File: src/icache_defs.svh
`ifndef ICACHE_DEFS_SVH
`define ICACHE_DEFS_SVH

// ==================================================
// cache geometry
// ==================================================

// index bits, giving 2**IC_N sets of one word each.
`define IC_N 4

// byte offset bits inside a 32-bit word.
`define IC_M 2

// fetches from addresses below this limit go straight to memory.
`define UNCACHED_LIMIT 32'h1000_0000

// ==================================================
// performance counters
// ==================================================

`define COUNT_W 16

`endif

File: src/icache_pkg.sv
`include "icache_defs.svh"

package icache_pkg;

  // one cache line holds a single instruction word.
  typedef struct packed {
    logic                    valid;
    logic [31-`IC_N-`IC_M:0] tag;
    logic [31:0]             inst;
  } icache_entry_t;

  // IDLE waits for a fetch, CHECK compares the tag, EXEC waits on memory,
  // HOLD presents the word until the fetch unit takes it.
  typedef enum logic [1:0] {
    IDLE,
    CHECK,
    EXEC,
    HOLD
  } icache_state_t;

endpackage

File: src/icache_array.sv
`timescale 1ns/10ps
`include "icache_defs.svh"

module icache_array
  import icache_pkg::*;
(
  input  logic             clock,
  input  logic             reset,
  input  logic [`IC_N-1:0] index,
  output icache_entry_t    rd_entry,
  input  logic             we,
  input  icache_entry_t    wr_entry
);

  localparam int SETS = 1 << `IC_N;

  logic [SETS-1:0] valid_q;
  icache_entry_t   entry_mem [SETS];

  // valid bits live apart from the storage so reset can wipe them in one cycle.
  always_ff @(posedge clock) begin
    if (reset) begin
      valid_q <= '0;
    end else if (we) begin
      valid_q[index] <= wr_entry.valid;
    end
  end

  always_ff @(posedge clock) begin
    if (we) begin
      entry_mem[index] <= wr_entry;
    end
  end

  // the stored valid field is ignored, the register copy wins.
  always_comb begin
    rd_entry       = entry_mem[index];
    rd_entry.valid = valid_q[index];
  end

endmodule

File: src/icache_ctrl.sv
`timescale 1ns/10ps
`include "icache_defs.svh"

module icache_ctrl
  import icache_pkg::*;
(
  input  logic             clock,
  input  logic             reset,

  input  logic             ifu_arvalid,
  input  logic [31:0]      ifu_araddr,
  output logic             ifu_arready,
  output logic             ifu_rvalid,
  output logic [31:0]      ifu_rdata,
  input  logic             ifu_rready,

  output logic             mem_arvalid,
  output logic [31:0]      mem_araddr,
  input  logic             mem_arready,
  input  logic             mem_rvalid,
  output logic             mem_rready,
  input  logic [31:0]      mem_rdata,

  output logic [`IC_N-1:0] ic_index,
  input  icache_entry_t    ic_rdata,
  output logic             ic_we,
  output icache_entry_t    ic_wdata,

  output logic             hit_evt,
  output logic             miss_evt,
  output logic             bypass_evt
);

  icache_state_t state, state_next;

  logic [31:0] addr_q;
  logic        accept;
  logic        bypass_req;
  logic        cached;
  logic        hit;
  logic        ar_done;
  logic        r_done;

  assign ifu_arready = (state == IDLE);
  assign accept      = ifu_arvalid && ifu_arready;
  assign bypass_req  = (ifu_araddr < `UNCACHED_LIMIT);

  // everything after acceptance works from the latched address.
  assign cached     = (addr_q >= `UNCACHED_LIMIT);
  assign ic_index   = addr_q[`IC_M+`IC_N-1:`IC_M];
  assign hit        = ic_rdata.valid && (ic_rdata.tag == addr_q[31:`IC_M+`IC_N]);
  assign mem_araddr = addr_q;

  assign ar_done = mem_arvalid && mem_arready;
  assign r_done  = mem_rvalid && mem_rready;

  // ==================================================
  // state machine
  // ==================================================

  always_ff @(posedge clock) begin
    if (reset) begin
      state <= IDLE;
    end else begin
      state <= state_next;
    end
  end

  always_comb begin
    state_next = state;
    unique case (state)
      IDLE: begin
        if (accept) begin
          state_next = bypass_req ? EXEC : CHECK;
        end
      end
      CHECK: state_next = hit ? HOLD : EXEC;
      EXEC: begin
        if (r_done) begin
          state_next = HOLD;
        end
      end
      HOLD: begin
        if (ifu_rready) begin
          state_next = IDLE;
        end
      end
    endcase
  end

  // ==================================================
  // handshake and event outputs
  // ==================================================

  always_ff @(posedge clock) begin
    if (reset) begin
      ifu_rvalid  <= 1'b0;
      mem_arvalid <= 1'b0;
      mem_rready  <= 1'b0;
      ic_we       <= 1'b0;
      hit_evt     <= 1'b0;
      miss_evt    <= 1'b0;
      bypass_evt  <= 1'b0;
    end else begin
      ic_we      <= 1'b0;
      hit_evt    <= 1'b0;
      miss_evt   <= 1'b0;
      bypass_evt <= 1'b0;
      unique case (state)
        IDLE: begin
          if (accept && bypass_req) begin
            mem_arvalid <= 1'b1;
            bypass_evt  <= 1'b1;
          end
        end
        CHECK: begin
          if (hit) begin
            ifu_rvalid <= 1'b1;
            hit_evt    <= 1'b1;
          end else begin
            mem_arvalid <= 1'b1;
            miss_evt    <= 1'b1;
          end
        end
        EXEC: begin
          if (ar_done) begin
            mem_arvalid <= 1'b0;
            mem_rready  <= 1'b1;
          end
          if (r_done) begin
            mem_rready <= 1'b0;
            ifu_rvalid <= 1'b1;
            ic_we      <= cached;
          end
        end
        HOLD: begin
          if (ifu_rready) begin
            ifu_rvalid <= 1'b0;
          end
        end
      endcase
    end
  end

  always_ff @(posedge clock) begin
    if (accept) begin
      addr_q <= ifu_araddr;
    end
    if (state == CHECK && hit) begin
      ifu_rdata <= ic_rdata.inst;
    end
    if (state == EXEC && r_done) begin
      ifu_rdata <= mem_rdata;
      ic_wdata  <= '{valid: 1'b1, tag: addr_q[31:`IC_M+`IC_N], inst: mem_rdata};
    end
  end

endmodule

File: src/icache_perf.sv
`timescale 1ns/10ps
`include "icache_defs.svh"

module icache_perf (
  input  logic                clock,
  input  logic                reset,
  input  logic                hit_evt,
  input  logic                miss_evt,
  input  logic                bypass_evt,
  output logic [`COUNT_W-1:0] hit_count,
  output logic [`COUNT_W-1:0] miss_count,
  output logic [`COUNT_W-1:0] bypass_count
);

  logic [2:0]          evt;
  logic [`COUNT_W-1:0] count [3];

  // slot 0 counts hits, slot 1 misses, slot 2 bypasses.
  assign evt = {bypass_evt, miss_evt, hit_evt};

  for (genvar i = 0; i < 3; i++) begin : g_count
    // a full counter holds its value rather than wrapping to zero.
    always_ff @(posedge clock) begin
      if (reset) begin
        count[i] <= '0;
      end else if (evt[i] && (count[i] != '1)) begin
        count[i] <= count[i] + 1'b1;
      end
    end
  end

  assign hit_count    = count[0];
  assign miss_count   = count[1];
  assign bypass_count = count[2];

endmodule

File: src/icache_top.sv
`timescale 1ns/10ps
`include "icache_defs.svh"

module icache_top
  import icache_pkg::*;
(
  input  logic                clock,
  input  logic                reset,

  input  logic                ifu_arvalid,
  input  logic [31:0]         ifu_araddr,
  output logic                ifu_arready,
  output logic                ifu_rvalid,
  output logic [31:0]         ifu_rdata,
  input  logic                ifu_rready,

  output logic                mem_arvalid,
  output logic [31:0]         mem_araddr,
  input  logic                mem_arready,
  input  logic                mem_rvalid,
  output logic                mem_rready,
  input  logic [31:0]         mem_rdata,

  output logic [`COUNT_W-1:0] hit_count,
  output logic [`COUNT_W-1:0] miss_count,
  output logic [`COUNT_W-1:0] bypass_count
);

  logic [`IC_N-1:0] ic_index;
  icache_entry_t    ic_rdata;
  logic             ic_we;
  icache_entry_t    ic_wdata;
  logic             hit_evt;
  logic             miss_evt;
  logic             bypass_evt;

  icache_ctrl i_ctrl (
    .clock       (clock),
    .reset       (reset),
    .ifu_arvalid (ifu_arvalid),
    .ifu_araddr  (ifu_araddr),
    .ifu_arready (ifu_arready),
    .ifu_rvalid  (ifu_rvalid),
    .ifu_rdata   (ifu_rdata),
    .ifu_rready  (ifu_rready),
    .mem_arvalid (mem_arvalid),
    .mem_araddr  (mem_araddr),
    .mem_arready (mem_arready),
    .mem_rvalid  (mem_rvalid),
    .mem_rready  (mem_rready),
    .mem_rdata   (mem_rdata),
    .ic_index    (ic_index),
    .ic_rdata    (ic_rdata),
    .ic_we       (ic_we),
    .ic_wdata    (ic_wdata),
    .hit_evt     (hit_evt),
    .miss_evt    (miss_evt),
    .bypass_evt  (bypass_evt)
  );

  icache_array i_array (
    .clock    (clock),
    .reset    (reset),
    .index    (ic_index),
    .rd_entry (ic_rdata),
    .we       (ic_we),
    .wr_entry (ic_wdata)
  );

  icache_perf i_perf (
    .clock        (clock),
    .reset        (reset),
    .hit_evt      (hit_evt),
    .miss_evt     (miss_evt),
    .bypass_evt   (bypass_evt),
    .hit_count    (hit_count),
    .miss_count   (miss_count),
    .bypass_count (bypass_count)
  );

endmodule

File: config.mk
export PLATFORM = sky130hd
export DESIGN_NAME = icache_top
export DESIGN_NICKNAME = d
export VERILOG_FILES = /design/src/icache_pkg.sv /design/src/icache_array.sv /design/src/icache_ctrl.sv /design/src/icache_perf.sv /design/src/icache_top.sv
export VERILOG_INCLUDE_DIRS = /design/src /design/src/src
export SDC_FILE = /design/constraint.sdc
export NUM_CORES = 1
export LEC_CHECK = 0
export BUFFER_PORTS_ARGS = -buffer_cell sky130_fd_sc_hd__buf_2
export CAP_MARGIN = 20
export CORE_MARGIN = 2
export CORE_UTILIZATION = 46
export DETAILED_ROUTE_END_ITERATION = 12
export PLACE_DENSITY = 0.59
export SETUP_SLACK_MARGIN = 0.02
export SYNTH_ARGS = -nofsm -noshare
export SYNTH_HDL_FRONTEND = slang
export SYNTH_SLANG_ARGS = --single-unit
File: constraint.sdc
create_clock -name clock -period 6.19 [get_ports clock]
set_input_delay 1.238 -clock clock [delete_from_list [all_inputs] [get_ports clock]]
set_output_delay 1.238 -clock clock [all_outputs]
set_load 0.05 [all_outputs]
==> results of run 1 <==
[per-layer routing]
| metal | part of all wire | global-route usage | vias up |
|---|---|---|---|
| li1 | - | - | 8927 |
| met1 | 0.42 | 0.2918 | 11330 |
| met2 | 0.50 | 0.3419 | 720 |
| met3 | 0.056 | 0.03407 | 153 |
| met4 | 0.024 | 0.05562 | 0 |
| met5 | 0 | 0 | - |
[logic make-up after synthesis]
| group | count (synthesis) | synth area share |
|---|---|---|
| fa+ha+maj | 8 | 0.002297 |
| buf+inv | 106 | 0.01246 |
| compound gates | 64 | 0.01019 |
| simple gates | 302 | 0.03503 |
| flops | 1127 | 0.7701 |
| mux | 356 | 0.1563 |
| xor+xnor | 68 | 0.01367 |
[state kept, by name (all words and copies together) (netlist names), 2 cells and up, named ones only]
signal             flops
i_ctrl.ic_wdata       58
i_array.entry_mem    928
i_perf.count          48
i_ctrl.mem_araddr     32
i_ctrl.state           2
i_ctrl.ifu_rdata      32
i_array.valid_q       16
[worst paths after layout]
| kind | to | start | slack, ps |
|---|---|---|---|
| max | i_ctrl.ifu_rdata[9]$_DFFE_PP_ | flop | 1440 |
| min | i_array.valid_q[4]$_SDFFE_PP0P_ | i_array.valid_q[4]$_SDFFE_PP0P_ | 470 |
| max reg2reg | i_ctrl.ifu_rdata[9]$_DFFE_PP_ | flop | 1440 |
| min reg2reg | i_array.valid_q[4]$_SDFFE_PP0P_ | i_array.valid_q[4]$_SDFFE_PP0P_ | 470 |
[Yosys cell counts (3+ instances only)]
master / instances / area [um^2]
a21oi_1: 14 / 70.07
buf_2: 35 / 175.2
nor3_1: 14 / 70.07
inv_1: 12 / 45.04
nor2_1: 114 / 427.9
a211oi_1: 9 / 67.56
mux4_1: 19 / 499.2
or3_1: 9 / 56.30
nor4_1: 3 / 18.77
buf_6: 4 / 45.04
buf_1: 4 / 15.01
nand4bb_1: 4 / 45.04
nand4_1: 23 / 143.9
and3_1: 15 / 93.84
nand3_1: 29 / 145.1
nor2b_1: 10 / 62.56
buf_12: 3 / 60.06
nand2b_1: 10 / 62.56
ha_1: 8 / 100.1
and4_1: 4 / 35.03
mux2i_1: 69 / 690.7
xnor2_1: 40 / 350.3
nand3b_1: 3 / 22.52
o21ai_0: 7 / 35.03
and2_1: 5 / 31.28
dfxtp_1: 29 / 580.6
a31oi_1: 3 / 18.77
nand2_1: 41 / 153.9
buf_4: 6 / 45.04
mux4_2: 231 / 5202
or2_2: 5 / 31.28
clkbuf_1: 40 / 150.1
xor2_1: 28 / 245.2
a22oi_1: 16 / 120.1
mux2_2: 37 / 416.7
edfxtp_1: 1098 / 32970
[critical path, delay by kind of cell (launching register included)]
| family | cells | cell delay, ps |
|---|---|---|
| AND/OR/NAND/NOR | 4 | 1680 |
| flip-flops | 1 | 930 |
| buffers and inverters | 2 | 750 |
| multiplexers | 1 | 530 |
| AO/OA/AOI/OAI | 2 | 260 |
| XOR/XNOR | 1 | 150 |
[placed cells by master (no fill, tap or decap), types with 18 or more instances in the layout]
cell type,netlist,final
mux2i_1,69,69
nand4_1,23,23
clkbuf_16,0,117
nor2_1,114,102
clkinv_1,1,23
xnor2_1,40,40
nand3_1,29,28
edfxtp_1,1098,1098
buf_4,6,41
clkinv_2,0,25
mux4_1,19,19
xor2_1,28,28
mux4_2,231,231
bufinv_16,0,18
nand2_1,41,40
buf_2,35,185
dfxtp_1,29,25
mux2_2,37,37
[final cells by class]
type / count / area share
sequential: 1127 / 0.6709
multi-input combinational: 798 / 0.1917
clock buffer: 134 / 0.05979
tap: 1254 / 0.03136
timing repair buffer: 231 / 0.02666
clock inverter: 84 / 0.01838
inverter: 14 / 0.001125
antenna: 2 / 0.0001000
[through the flow]
step | util | std cells | hold WS (ps) | cell area [um^2] | total power, mW
floorplan | - | 2031 | 434.8 | 43570 | 11.45
global placement | 0.4925 | 3423 | 445.3 | 46100 | 12.31
detailed placement | 0.4927 | 3424 | 457.8 | 46120 | 12.33
CTS | 0.5345 | 3642 | 473.0 | 50030 | 19.43
global route | 0.5345 | 3644 | 487.1 | 50040 | 19.91
finish | 0.5345 | 3644 | 466.6 | 50040 | 19.23
[power by group through the flow]
stage | Combinational (mW) | Sequential (mW) | Clock [mW]
2_1_floorplan | 2.51 | 8.94 | 0
3_3_place_gp | 3.35 | 8.96 | 0
3_5_place_dp | 3.36 | 8.97 | 0
4_1_cts | 3.37 | 8.81 | 7.24
5_1_grt | 3.55 | 8.83 | 7.53
6_report | 3.32 | 8.80 | 7.10
==> flow_metrics.py, run 1 <==
metrics = {
    "final_layout": {
        "regArea_um2": 33570,
        "area_growth_syn_to_layout_pct": 14.84,
        "drive_above_1_share": 0.2986,
        "layout.filler_cells": 7232,
        "fin_nets": 2365,
        "multi_input_area_um2": 9593,
    },
    "power": {
        "p_switching_mw": 4.960,
        "clock_power_share": 0.369,
        "swShare": 0.2580,
        "power_leakage_nw": 16.23,
        "seqPwrFrac": 0.458,
        "p_comb_frac": 0.173,
        "power_density_nw_per_um2": 384.3,
        "worst_ir_drop_vdd_uv": 251.2,
        "intPower_mw": 14.27,
    },
    "yosys": {
        "syn_nets": 2109,
        "syn_avg_cell_area_um2": 21.45,
        "synth_edf_count": 1098,
        "yosysSeqAreaShare": 0.7701,
        "synth_cells": 2031,
        "synthFlopType": "edfxtp_1",
        "yosysWarnings": 0,
        "synth_cell_types": 62,
        "synth_seq_cells": 1127,
        "synth_area_um2": 43570,
        "async_flop_share": 0,
    },
    "sta": {
        "hold_viol_final": 0,
        "setup_ws_ps": 1443,
        "slew_violations": 0,
        "finalCriticalPeriod_ps": 4747,
        "tns_ps": 0,
        "finalCritPeriodShare": 0.7668,
        "worst_pin_slew_ps": 1104,
        "final.setup_skew_ps": 20.29,
        "rsz0062_at_grt": "no",
        "max_freq_mhz": 210.7,
        "final-setup-viol-count": 0,
        "slew_headroom": 0.2643,
    },
    "run_status": {
        "status": "complete, no violations",
    },
    "placed_design": {
        "port_buffers": 185,
        "place_ws_ps": 1322,
        "dp_hpwl_mm": 54.36,
        "place.gp.congestion": 0.8209,
    },
    "setup_path": {
        "critPathRequiredTime_ps": 6530,
        "arrival_ps": 5090,
        "cp_max_fo": 41,
        "crit_slowest_cell": "dfxtp_4",
        "cp-end-kind": "flop",
        "path_cells": "buf_4 > mux4_2 > xnor2_1 > a21oi_1 > nor4_1 > a21oi_1 > nor4_2 > nand3_1 > nand2_2 > buf_4",
        "worstSetupPathType": "flop to flop",
        "cp-start-kind": "flop",
        "slowest_delay_ps": 930,
        "r2r_cells": 10,
    },
    "global_route": {
        "first_global_vias": 21520,
        "grt_pass1_wl_mm": 147.5,
        "antenna_found_initial": 5,
        "overflow": 0,
        "track_usage": 0.2082,
        "grt_max_degree": 129,
    },
    "worst_hold_path": {
        "hold_path_class": "flop to flop",
        "hold_depth": 2,
    },
    "clock_tree": {
        "root_buffer": "clkbuf_16",
        "clk_path_buf_depth": 3,
        "clk_latency_ps": 690,
        "clk_pin_slew_ps": 60,
        "cts.sinks": 1127,
        "postCtsSetupBuffers": 0,
        "cts_tree": "built",
        "cts_resized": 0,
        "htree_levels": 3,
        "hold_buffers": 0,
        "cts_made_buffers": 115,
    },
    "routing": {
        "vias": 21130,
        "drt-initial-drc-count": 2044,
        "drcViolationCount": 0,
        "viasPerCell": 5.797,
        "wl_per_cell_um": 27.76,
        "first_pass_iters": 6,
        "routed_wl_mm": 101.2,
        "ant_nets": 0,
    },
    "die": {
        "die_w_um": 311.8,
        "pin_count": 186,
        "start_util": 0.4654,
        "placementRows": 112,
        "dieArea_um2": 97200,
        "coreArea_um2": 93610,
        "die_height_um": 311.8,
    },
    "job": {
        "cap_viol_max_count": 0,
    },
}
No activity file was read; power rests on OpenSTA's default activity.
==> run 2: changes to the inputs <==
==> constraint.sdc (replaced) <==
create_clock -name clock -period 4.7 [get_ports clock]
set_input_delay 0.94 -clock clock [delete_from_list [all_inputs] [get_ports clock]]
set_output_delay 0.94 -clock clock [all_outputs]
set_load 0.05 [all_outputs]
==> flow_metrics.py, run 2 (synthesized netlist as in run 1, its figures left out) <==
metrics = {
    "die": {
        "start_util": 0.4654,
        "dieArea_um2": 97200,
        "die_w_um": 311.8,
        "pin_count": 186,
        "placementRows": 112,
        "coreArea_um2": 93610,
        "die_height_um": 311.8,
    },
    "global_route": {
        "overflow": 0,
        "grt_max_degree": 97,
        "first_global_vias": 21910,
        "track_usage": 0.2072,
        "antenna_found_initial": 3,
        "grt_pass1_wl_mm": 147.0,
    },
    "setup_path": {
        "critPathMostFrequentCell": "buf_4",
        "worstReg2RegEnd": "i_ctrl.ifu_rdata[10]$_DFFE_PP_",
        "critPathTopFamily": "simple AND/OR/NAND/NOR gates",
        "crit_end": "i_ctrl.ifu_rdata[10]$_DFFE_PP_",
        "ff2ff_setup_slack_ps": 660,
        "cp-end-kind": "flop",
        "worstSetupPathType": "flop to flop",
        "critPathRequiredTime_ps": 5070,
        "slowest_delay_ps": 710,
        "crit_cells": 11,
        "r2r_cells": 11,
        "path_cells": "buf_4 > nor2b_1 > buf_4 > a22oi_1 > a211oi_1 > nand4bb_1 > o211ai_1 > nor4_2 > nand3_1 > nand2_2 > buf_12",
        "cp_max_fo": 28,
        "arrival_ps": 4420,
        "crit_slowest_cell": "dfxtp_4",
        "cp-start-kind": "flop",
        "cp_num_buf_inv": 3,
    },
    "final_layout": {
        "largest_reg_flops": 928,
        "drive_above_1_share": 0.3010,
        "final_common_cell": "edfxtp_1",
        "reg.largest.list": "i_array.entry_mem x928, i_ctrl.ic_wdata x58, i_perf.count x48",
        "regMostFlops": "i_array.entry_mem",
        "fin_nets": 2388,
        "area_growth_syn_to_layout_pct": 15.06,
        "most-common-layout-cells": "edfxtp_1, mux4_2, buf_2",
    },
    "run_status": {
        "status": "complete, no violations",
    },
    "routing": {
        "drcViolationCount": 0,
        "drt-met1-wl_mm": 42.40,
        "routed_wl_mm": 100.5,
        "met2_length_mm": 50.44,
        "viasPerCell": 5.724,
        "vias": 20960,
        "first_pass_iters": 5,
        "ant_nets": 0,
        "drt-initial-drc-count": 2003,
        "wl_per_cell_um": 27.46,
        "dr.max_layer_used": "met4",
        "met3_length_mm": 5.100,
    },
    "clock_tree": {
        "clk_path_buf_depth": 3,
        "postCtsSetupBuffers": 0,
        "clk_latency_ps": 680,
        "clk_pin_slew_ps": 60,
        "cts_tree": "built",
        "cts.sinks": 1127,
        "root_buffer": "clkbuf_16",
        "hold_buffers": 0,
        "cts_resized": 0,
        "cts_made_buffers": 113,
        "htree_levels": 3,
    },
    "sta": {
        "finalCritPeriodShare": 0.8603,
        "final.setup_skew_ps": 25.67,
        "setup_ws_ps": 656.6,
        "finalCriticalPeriod_ps": 4043,
        "tns_ps": 0,
        "slew_violations": 0,
        "hold_viol_final": 0,
        "worst_pin_slew_ps": 1154,
        "final-setup-viol-count": 0,
        "max_freq_mhz": 247.3,
        "rsz0062_at_grt": "no",
        "slew_headroom": 0.2306,
    },
    "power": {
        "finalPower_mw": 24.76,
        "power_density_nw_per_um2": 494.0,
        "power_leakage_nw": 16.29,
        "worst_ir_drop_vdd_uv": 359.9,
    },
    "worst_hold_path": {
        "hold_path_class": "input pin to flop",
    },
    "placed_design": {
        "dp_hpwl_mm": 55.17,
        "place.gp.congestion": 0.7834,
        "place_ws_ps": 701.8,
        "port_buffers": 185,
    },
    "job": {
        "cap_viol_max_count": 0,
    },
}
-- run 2: metal layers --
layer,vias to the layer above,global-route usage
met5,-,0
met1,11190,0.2834
li1,8977,-
met3,149,0.02975
met2,643,0.3465
met4,0,0.06447
-- run 2: per-stage QoR --
stage / instances / utilization / hold WS (ps) / instance area [um^2]
after floorplan: 2031 / - / 434.8 / 43590
after global placement: 3448 / 0.4963 / 445.2 / 46460
after detailed placement: 3449 / 0.4966 / 457.8 / 46490
after CTS: 3659 / 0.5355 / 376.2 / 50130
after global routing: 3660 / 0.5355 / 401.1 / 50130
final: 3661 / 0.5355 / 431.6 / 50130
-- run 2: how the worst min path moves through the flow --
stage | startpoint | endpoint | slack (ps) | depth (start not counted)
floorplan | i_array.valid_q[10]$_SDFFE_PP0P_ | i_array.valid_q[10]$_SDFFE_PP0P_ | 430 | 2
global placement | i_array.valid_q[11]$_SDFFE_PP0P_ | i_array.valid_q[11]$_SDFFE_PP0P_ | 450 | 2
detailed placement | i_array.valid_q[9]$_SDFFE_PP0P_ | i_array.valid_q[9]$_SDFFE_PP0P_ | 460 | 2
CTS | ifu_araddr[8] | i_ctrl.mem_araddr[8]$_DFFE_PP_ | 380 | 1
global route | ifu_araddr[21] | i_ctrl.mem_araddr[21]$_DFFE_PP_ | 400 | 1
finish | ifu_araddr[14] | i_ctrl.mem_araddr[14]$_DFFE_PP_ | 430 | 1
-- run 2: cell type report --
class                           instances  area [um^2]
Fill cell                            7242        43480
Sequential cell                      1127        33570
Multi-Input combinational cell        798         9618
Clock buffer                          135         2973
Timing Repair Buffer                  256         1679
Tap cell                             1254         1569
Clock inverter                         75        665.6
Inverter                               14        55.05
Antenna cell                            2        5.005
-- run 2: power by group --
part,total [mW],internal [mW],switching [mW]
Combinational,4.47,2.16,2.31
Clock,8.76,5.05,3.71
Sequential,11.5,11.1,0.410
Total,24.8,18.3,6.43
